<file path="config.mk">
export PLATFORM = sky130hd
export DESIGN_NAME = memoryControl
export DESIGN_NICKNAME = d
export VERILOG_FILES = /design/src/hw/cpuTypesPkg.sv /design/src/hw/arbTypesPkg.sv /design/src/hw/memoryControl.sv
export VERILOG_INCLUDE_DIRS = /design/src /design/src/hw
export SDC_FILE = /design/constraint.sdc
export NUM_CORES = 1
export LEC_CHECK = 0
export ABC_AREA = 1
export BUFFER_PORTS_ARGS = -buffer_cell sky130_fd_sc_hd__buf_2
export CORE_AREA = 2 2 168 170
export DETAILED_ROUTE_END_ITERATION = 6
export DIE_AREA = 0 0 170 172
export REMOVE_ABC_BUFFERS = 1
export SLEW_MARGIN = 20
export SYNTH_ARGS = -nofsm -noshare
export SYNTH_HDL_FRONTEND = slang
export SYNTH_SLANG_ARGS = --single-unit
</file>
<file path="constraint.sdc">
create_clock -name vclk -period 1.13
set_input_delay 0.226 -clock vclk [all_inputs]
set_output_delay 0.226 -clock vclk [all_outputs]
set_load 0.05 [all_outputs]
</file>
<file path="src/hw/memCfg.svh">
// build-time sizes for the memory system; RAM_LAT must be at least 1 and MEM_WORDS a power of two
`ifndef MEM_CFG_SVH
`define MEM_CFG_SVH

// one data word
`define WORD_W 32

// byte address as seen by the cores
`define ADDR_W 32

// RAM depth in words
// only the address bits just above the byte offset index the array
`define MEM_WORDS 256

// cycles spent in BUSY before the single ACCESS cycle
`define RAM_LAT 3

`endif

</file>
<file path="src/hw/cpuTypesPkg.sv">
// word, address and RAM state types; the widths follow memCfg.svh, so edit sizes there
`include "memCfg.svh"

package cpuTypesPkg;

  // one data word
  typedef logic [`WORD_W-1:0] wordT;

  // byte address
  // the RAM drops the two low bits
  typedef logic [`ADDR_W-1:0] addrT;

  // RAM handshake state
  // FREE    idle, a strobe seen at the edge starts an access
  // BUSY    latency countdown
  // ACCESS  read data valid, write commits at the closing edge
  // ERROR   both strobes high at once
  typedef enum logic [1:0] {
    FREE,
    BUSY,
    ACCESS,
    ERROR
  } ramStateT;

endpackage

</file>
<file path="src/hw/arbTypesPkg.sv">
// arbitration types for the two-core controller; the port set is fixed at two cores
package arbTypesPkg;

  // owner of the shared RAM in the current cycle
  // listed from highest to lowest priority after GNT_NONE
  typedef enum logic [2:0] {
    GNT_NONE,
    // core 0 data port
    GNT_D0,
    // core 1 data port
    GNT_D1,
    // core 0 instruction port
    GNT_I0,
    // core 1 instruction port
    GNT_I1
  } grantT;

endpackage

</file>
<file path="src/hw/memoryControl.sv">
// combinational two-core RAM arbiter; a core must hold its request until its wait drops
`timescale 1ns/10ps

module memoryControl (
  // instruction side
  input  logic [1:0]             iRen,
  input  cpuTypesPkg::addrT      iAddr0,
  input  cpuTypesPkg::addrT      iAddr1,
  output logic [1:0]             iWait,
  output cpuTypesPkg::wordT      iLoad0,
  output cpuTypesPkg::wordT      iLoad1,
  // data side
  input  logic [1:0]             dRen,
  input  logic [1:0]             dWen,
  input  cpuTypesPkg::addrT      dAddr0,
  input  cpuTypesPkg::addrT      dAddr1,
  input  cpuTypesPkg::wordT      dStore0,
  input  cpuTypesPkg::wordT      dStore1,
  output logic [1:0]             dWait,
  output cpuTypesPkg::wordT      dLoad0,
  output cpuTypesPkg::wordT      dLoad1,
  // RAM side
  input  cpuTypesPkg::wordT      ramLoad,
  input  cpuTypesPkg::ramStateT  ramState,
  output logic                   ramRen,
  output logic                   ramWen,
  output cpuTypesPkg::addrT      ramAddr,
  output cpuTypesPkg::wordT      ramStore
);
  import cpuTypesPkg::*;
  import arbTypesPkg::*;

  grantT      grant;
  logic [1:0] dReq;
  logic       done;

  // any data strobe counts as a pending data access
  assign dReq = dRen | dWen;

  // RAM finished the access it was given this cycle
  assign done = (ramState == ACCESS);

  // fixed priority: d0, d1, i0, i1
  always_comb begin
    if (dReq[0]) begin
      grant = GNT_D0;
    end else if (dReq[1]) begin
      grant = GNT_D1;
    end else if (iRen[0]) begin
      grant = GNT_I0;
    end else if (iRen[1]) begin
      grant = GNT_I1;
    end else begin
      grant = GNT_NONE;
    end
  end

  // steer the winner onto the RAM port
  always_comb begin
    ramRen   = 1'b0;
    ramWen   = 1'b0;
    ramAddr  = '0;
    ramStore = '0;
    case (grant)
      GNT_D0: begin
        // both strobes pass through so the RAM can flag ERROR
        ramRen   = dRen[0];
        ramWen   = dWen[0];
        ramAddr  = dAddr0;
        ramStore = dStore0;
      end
      GNT_D1: begin
        ramRen   = dRen[1];
        ramWen   = dWen[1];
        ramAddr  = dAddr1;
        ramStore = dStore1;
      end
      GNT_I0: begin
        ramRen  = 1'b1;
        ramAddr = iAddr0;
      end
      GNT_I1: begin
        ramRen  = 1'b1;
        ramAddr = iAddr1;
      end
      default: begin
        ramRen = 1'b0;
      end
    endcase
  end

  // only the granted port may see its wait drop
  always_comb begin
    iWait = 2'b11;
    dWait = 2'b11;
    case (grant)
      GNT_D0: begin
        dWait[0] = ~done;
      end
      GNT_D1: begin
        dWait[1] = ~done;
      end
      GNT_I0: begin
        iWait[0] = ~done;
      end
      GNT_I1: begin
        iWait[1] = ~done;
      end
      default: begin
        iWait = 2'b11;
      end
    endcase
    // a core with data in flight never sees a fetch complete
    iWait = iWait | dReq;
  end

  // load data is shared, the wait tells each port when it is meant for it
  assign iLoad0 = ramLoad;
  assign iLoad1 = ramLoad;
  assign dLoad0 = ramLoad;
  assign dLoad1 = ramLoad;

endmodule

</file>
; ---- Word level (Yosys, flattened, before mapping)
; Index checks and enable logic that the tools add are counted.
[op_classes]
n_mux = 12
n_reduce_logical = 1
bitwise = 3
eq_ne = 5
[op_table]
columns = operator, count
row1 = 32-bit case mux with 4 select lines, 1
row2 = 32-bit case mux with 2 select lines, 1
row3 = 3-bit two-way mux, 4
row4 = 3-bit by 2-bit == test with 1-bit output (second input constant), 2
row5 = 1-bit two-way mux, 4
row6 = 2-bit bitwise OR, 2
row7 = 3-bit by 1-bit == test with 1-bit output (second input constant), 1
row8 = 3-bit == test (second input constant), 1
row9 = 1-bit case mux with 3 select lines, 1
row10 = 2-bit == test (second input constant), 1
row11 = 1-bit case mux with 2 select lines, 1
row12 = 2-bit OR reduction, 1
row13 = 1-bit NOT, 1
[totals]
out_inout_bits = 198
ff_bits = 0

; ---- Longest topological paths before layout
; Gate-level depths: netlist of the first run.
[depth]
depth_word = 7
ltp_mapped = 8
depth_no_buf = 6

; ---- Worst setup path after synthesis of the first run
; No wires, ideal clock.
[synth_path]
kind = input-to-output
start = in dRen[0]
end = out ramRen
slack_ns = -0.524
path_stages = 4
required_time_ns = 0.904
path_buffers = 1
t_arrival_ns = 1.428
path_cell_list = nor2_4 buf_4 nand2_1 o211ai_1
[synth_between]
elab_chain_len = 5
elab_cells_between_ends = 8
classes_between = eq/ne (4) / mux (2) / bitwise (1) / reduce/logical (1)
[synth_lines]
columns = item, line
row1 = start: declaration, memoryControl.sv:13  ; input logic [1:0] dRen,
row2 = 2-bit bitwise OR, memoryControl.sv:38  ; assign dReq = dRen | dWen;
row3 = 3-bit two-way mux, memoryControl.sv:45  ; if (dReq[0]) begin
row4 = 3-bit == test or 3-bit by 2-bit == test with 1-bit output (tied branches), memoryControl.sv:64  ; case (grant)
row5 = 2-bit OR reduction (no line), n/a
row6 = 1-bit case mux with 3 select lines (*), memoryControl.sv:64
row7 = end: declaration, memoryControl.sv:25  ; output logic ramRen,
; Mark *: on every way between the ends. The rest lies on a longest branch, timed or not.

; ---- Final worst setup path of the first run
[layout_path]
start = in dRen[0]
end = out ramStore[15]
[layout_between]
elab_chain_len = 4
elab_cells_between_ends = 5
classes_between = eq/ne (2) / mux (2) / bitwise (1)
[layout_lines]
columns = item, line
row1 = 2-bit bitwise OR (*), memoryControl.sv:38
row2 = 3-bit two-way mux (*), memoryControl.sv:45
row3 = 3-bit by 2-bit == test with 1-bit output or 3-bit by 1-bit == test with 1-bit output (tied branches), memoryControl.sv:64
row4 = 32-bit case mux with 2 select lines (*), memoryControl.sv:64
row5 = end: declaration, memoryControl.sv:28  ; output cpuTypesPkg::wordT ramStore
; Marked as above.

==> metrics.md, run 1 <==
| Metric | Value |
|---|---|
| Count of different cell masters after synthesis | `16` |
| Number of nets in the layout | `892` |
| Status | `finished with violations` |
| Fin. max-slew vios | `0` |
| Crit end category | `output pin` |
| Grt ovf | `0` |
| Fmax | `0.6383 GHz` |
| Initial antenna violation count | `1` |
| Crit path DAT | `1340 ps` |
| Area of the mapped netlist | `2681 um2` |
| DRT antenna net count | `0` |
| Area leader, netlist | `buf_4` |
| RSZ-0062 raised after global routing | `yes` |
| Port buffer count | `270` |
| DR iter-0 viols | `255` |
| Drt wl/cell | `23.36 um` |
| Clock Buffer Count | `0` |
| Gr usage total | `0.1444` |
| CP Launch Type | `primary input` |
| Post-synth top area share | `0.3668` |
| Initial core utilization | `0.09759` |
| Most common cell in the synthesized netlist | `nand2_1` |
| Overall routed net length | `23480 um` |
| Peak supply drop | `0.1909 mV` |
| Min Clock Period, post-route | `1567 ps` |
| Commonest cells post-synth | `nand2_1 (167), buf_4 (131), nand3_1 (65), nand4_1 (64), inv_1 (30)` |
| Crit path required time | `900 ps` |
| Chip Width | `170 um` |
| Placed Instances | `990` |
| Largest net degree at the start of global routing | `35` |
| Layout cells sized above 1 | `0.5760` |
| Most frequent CP cell | `buf_12` |
| Pre-Repair DR Iteration Count | `5` |
| Final worst setup slack | `-436.6 ps` |
| Via count | `4070` |
| Flip-flop and latch count | `0` |
| DP HPWL | `19030 um` |
| Final GP Congestion | `0.8787` |
| Power after layout | `2.841 mW` |
| Leakage | `2.664 nW` |
| Slew @ Worst Pin | `304.6 ps` |
| Avg Cell Area, Syn | `5.278 um2` |
| Final cell count without fillers | `1005` |
| Mapped Cells | `508` |
| Vias in the first global route | `3788` |
| DRC viols | `0` |
| Cell Pwr Density | `561.7 nW/um2` |
| Register area share after synthesis | `0` |
| First-pass GRT wire length | `29170 um` |
| # IOs | `430` |
| Worst hold path class | `primary input to output pin` |
| Fin. Hold Viols | `0` |
| Critical Path, Cell by Cell | `buf_8 > nor2_4 > buf_12 > nand2_4 > inv_8 > buf_6 > buf_12 > nand2_2 > nand2_2 > buf_12` |
| Die area | `29240 um2` |
| Area Overhead vs Synth | `88.61%` |
| Critical path peak fanout | `9` |
| # rows | `61` |
| Worst path slowest cell | `buf_12` |
| Filler cell count | `3106` |
| CP Class | `primary input to output pin` |
| Register Area | `0 um2` |
| Failing checks | `setup timing` |
| Top post-synthesis cells by area | `buf_4 (37%), nand2_1 (23%), nand4_1 (15%), nand3_1 (12%), inv_1 (4.2%)` |
| CTS Hold Bufs | `0` |
| Setup violators final | `69` |
| Max incr delay on CP | `170 ps` |
| Core Area | `27480 um2` |
| Warnings from Yosys | `0` |
| DIE HEIGHT | `172 um` |
| Relative slew slack | `0.7967` |
| Max_cap viols | `0` |
| Final period utilization | `1.386` |
| Vias/cell | `4.050` |
[routing by layer]
layer | global-route usage | wire (um) | up-vias
met5 | 0.03652 | 114 | -
met4 | 0.02044 | 374 | 2
met3 | 0.1279 | 4719 | 15
met2 | 0.2312 | 10300 | 363
met1 | 0.1413 | 7966 | 1858
li1 | - | - | 1832
[cells by family after synthesis]
kind of cell	after synthesis	share of synthesized area
and+or+nand+nor	301	0.5152
buffers and inverters	204	0.4783
AOI/OAI and AO/OA	3	0.006530
[metrics by stage]
| step | setup TNS [ps] | cell area, um2 | worst slack, ps | util | hold slack, ps |
|---|---|---|---|---|---|
| final | -25620 | 5057 | -436.6 | 0.1841 | 452.0 |
| after global routing | -30460 | 5057 | -501.2 | 0.1841 | 452.2 |
| after CTS | -26780 | 4921 | -436.6 | 0.1791 | 453.7 |
| after detailed placement | -33290 | 4168 | -564.7 | 0.1517 | 453.7 |
| after global placement | -32710 | 4168 | -586.7 | 0.1517 | 453.7 |
| after floorplan | -122120 | 1545 | -2310 | - | 452.0 |
[path summary, 6_finish.rpt]
path / end / cells past startpoint / slack [ps] / start
max: ramStore[15] / 10 / -440 / dRen[0]
min: iLoad1[30] / 0 / 450 / ramLoad[30]
[worst max-delay path: cells and delay by family]
family | cells | cell delay (ps)
buffers and inverters | 6 | 740
and+or+nand+nor | 4 | 350
[report_power, final]
part / internal (mW) / leakage [nW] / total [mW] / switching (mW)
Sequential: 0 / 0 / 0 / 0
Combinational: 1.22 / 2.66 / 2.84 / 1.62
Clock: 0.000000118 / 0.00000634 / 0.000000118 / 0
Total: 1.22 / 2.66 / 2.84 / 1.62
[repair_timing]
item                       in CTS  in global routing
pin swaps                      19                  8
setup endpoints to repair      70                 70
gates cloned                    5                  3
resized for setup             167                 17
buffers inserted                7                  2
[area by class of cell]
| cell class | instances | area, um2 | share of cell area |
|---|---|---|---|
| Antenna cell | 1 | 2.502 | 0.0004948 |
| Inverter | 39 | 156.4 | 0.03093 |
| Multi-Input combinational cell | 304 | 1692 | 0.3345 |
| Tap cell | 346 | 432.9 | 0.08560 |
| Timing Repair Buffer | 315 | 2774 | 0.5485 |
[cell usage in the layout, fill, tap and decap left out, drive strengths merged]
master	count
a21oi	1
o211ai	1
clkbuf	3
nor2	5
nand3	65
clkinv	8
nand4	64
inv	31
buf	312
o21ai	1
diode	1
nand2	167
Power figures use the tool's default switching activity.
==> run 2: changes to the inputs <==
- CORE_AREA: 2 2 168 170 -> 2 2 169 171
- DIE_AREA: 0 0 170 172 -> 0 0 171 173
- clock period: 1.13 -> 1.57 ns (I/O delays scaled with it)
==> run 2 against run 1 <==
  * Die area rose by 1.2%
  * Combinational power is 24% lower
  * Critical path depth shrank 2
  * The flow still finishes with violations (setup timing)
  * Global-route usage rose by 2.2 points
==> metrics.md, run 2 (synthesized netlist as in run 1, its figures left out) <==
| Metric | Value |
|---|---|
| Routed met2 length | `12990 um` |
| Final GP Congestion | `0.8747` |
| Fmax | `0.5767 GHz` |
| Overall routed net length | `27870 um` |
| Switching power total | `1.224 mW` |
| Final period utilization | `1.104` |
| Vias/cell | `4.059` |
| Critical Path, Cell by Cell | `buf_8 > buf_6 > nor2_4 > buf_12 > buf_16 > nand4_1 > nand3_2 > buf_12` |
| Most frequent cells in the layout | `buf_2 (198), nand2_1 (125), nand4_1 (64)` |
| Max incr delay on CP | `190 ps` |
| Power after layout | `2.166 mW` |
| Setup violators final | `67` |
| WP depth | `8` |
| Placed Instances | `1011` |
| Number of nets in the layout | `886` |
| Crit path DAT | `1420 ps` |
| Max_cap viols | `0` |
| Initial antenna violation count | `0` |
| Min Clock Period, post-route | `1734 ps` |
| Cell Pwr Density | `410.3 nW/um2` |
| Worst hold path class | `primary input to output pin` |
| Port buffer count | `270` |
| CP bufs+invs | `5` |
| Leakage | `2.689 nW` |
| Crit end category | `output pin` |
| Fin. Hold Viols | `0` |
| Logic gate share of total power | `1.000` |
| Clk pwr share | `0` |
| Largest net degree at the start of global routing | `43` |
| DP HPWL | `21610 um` |
| Register Area | `0 um2` |
| Antenna Cells | `0` |
| Die area | `29580 um2` |
| Drt wl/cell | `27.06 um` |
| Pre-Repair DR Iteration Count | `6` |
| Final worst setup slack | `-164.1 ps` |
| Gr usage total | `0.1667` |
| Most frequent CP cell | `buf_12` |
| Area Overhead vs Synth | `96.87%` |
| Hold Crit Depth | `0` |
| Clock Buffer Count | `0` |
| Crit path required time | `1260 ps` |
| CP Class | `primary input to output pin` |
| DIE HEIGHT | `173 um` |
| Peak supply drop | `0.08502 mV` |
| Family with the most delay on the worst path | `buffers and inverters` |
| DRT antenna net count | `0` |
| Initial core utilization | `0.09705` |
| Fin. max-slew vios | `0` |
| Grt ovf | `0` |
| Relative slew slack | `0.6358` |
| Seq pwr share | `0` |
| Vias in the first global route | `3884` |
| Status | `finished with violations` |
| Worst Setup EP | `ramAddr[15]` |
| Chip Width | `171 um` |
| Crit path from | `dRen[1]` |
| DR top layer | `met5` |
| DR iter-0 viols | `285` |
| Flip-flop and latch count | `0` |
| Most common cell after layout, fill and taps aside | `buf_2` |
| Switching Share | `0.5654` |
| WL met3 | `5665 um` |
| # IOs | `430` |
| Worst path slowest cell | `nand4_1` |
| M1 wire length | `8370 um` |
| Slew @ Worst Pin | `544.3 ps` |
| Final cell count without fillers | `1030` |
| Layout cells sized above 1 | `0.5951` |
| CP Launch Type | `primary input` |
| Critical path peak fanout | `23` |
| Internal Power | `941.3 uW` |
| DRC viols | `0` |
| # rows | `61` |
| Core Area | `27630 um2` |
| First-pass GRT wire length | `33500 um` |
| RSZ-0062 raised after global routing | `yes` |
| Via count | `4181` |
| Failing checks | `setup timing` |
-- run 2: changes by cell type in the layout (fill, tap and decap cells not counted), sizes merged --
cell and delta:
buf -10, clkbuf +4, diode -1
-- run 2: power by group through the flow --
| stage | Combinational [mW] | Sequential [mW] | Clock [mW] |
|---|---|---|---|
| after floorplan | 0.812 | 0 | 0 |
| after global placement | 1.79 | 0 | 0 |
| after detailed placement | 1.79 | 0 | 0 |
| after CTS | 2.03 | 0 | 0 |
| after global routing | 2.28 | 0 | 0 |
| final | 2.17 | 0 | 0 |
-- run 2: repair_timing --
item	4_1_cts	5_1_grt
gates resized for setup	136	51
hold buffers	0	0
pin swaps	6	13
cloned	7	8
setup endpoints to repair	68	69
hold endpoints to repair	0	0
setup buffers	2	2
-- run 2: area by class of cell --
type,count,area [um2]
Tap cell,378,473.0
Inverter,39,171.4
Timing Repair Buffer,309,2957
Multi-Input combinational cell,304,1678
Fill cell,3147,22350
-- run 2: worst min-delay path by stage --
| stage | from | to | slack, ps |
|---|---|---|---|
| floorplan | ramLoad[0] | dLoad0[0] | 630 |
| finish | ramLoad[22] | iLoad1[22] | 630 |
| global route | ramLoad[22] | iLoad1[22] | 630 |
| global placement | ramLoad[22] | iLoad1[22] | 630 |
| detailed placement | ramLoad[22] | iLoad1[22] | 630 |
| CTS | ramLoad[22] | iLoad1[22] | 630 |
-- run 2: metrics by stage --
| stage | hold WS [ps] | utilization | instance area (um2) | TNS [ps] | worst slack, ps |
|---|---|---|---|---|---|
| finish | 628.1 | 0.1911 | 5279 | -5084 | -164.1 |
| global route | 628.3 | 0.1911 | 5279 | -8590 | -211.1 |
| CTS | 629.7 | 0.1760 | 4862 | -4742 | -139.2 |
| detailed placement | 629.7 | 0.1536 | 4243 | -11690 | -216.9 |
| global placement | 629.7 | 0.1536 | 4243 | -11470 | -222.4 |
| floorplan | 628.0 | - | 1545 | -103640 | -2046 |
-- run 2: layer usage --
| metal | vias up | GRT usage |
|---|---|---|
| met4 | 2 | 0.03425 |
| met2 | 407 | 0.2787 |
| met1 | 1927 | 0.1576 |
| li1 | 1815 | - |
| met3 | 30 | 0.1325 |
| met5 | - | 0.03679 |
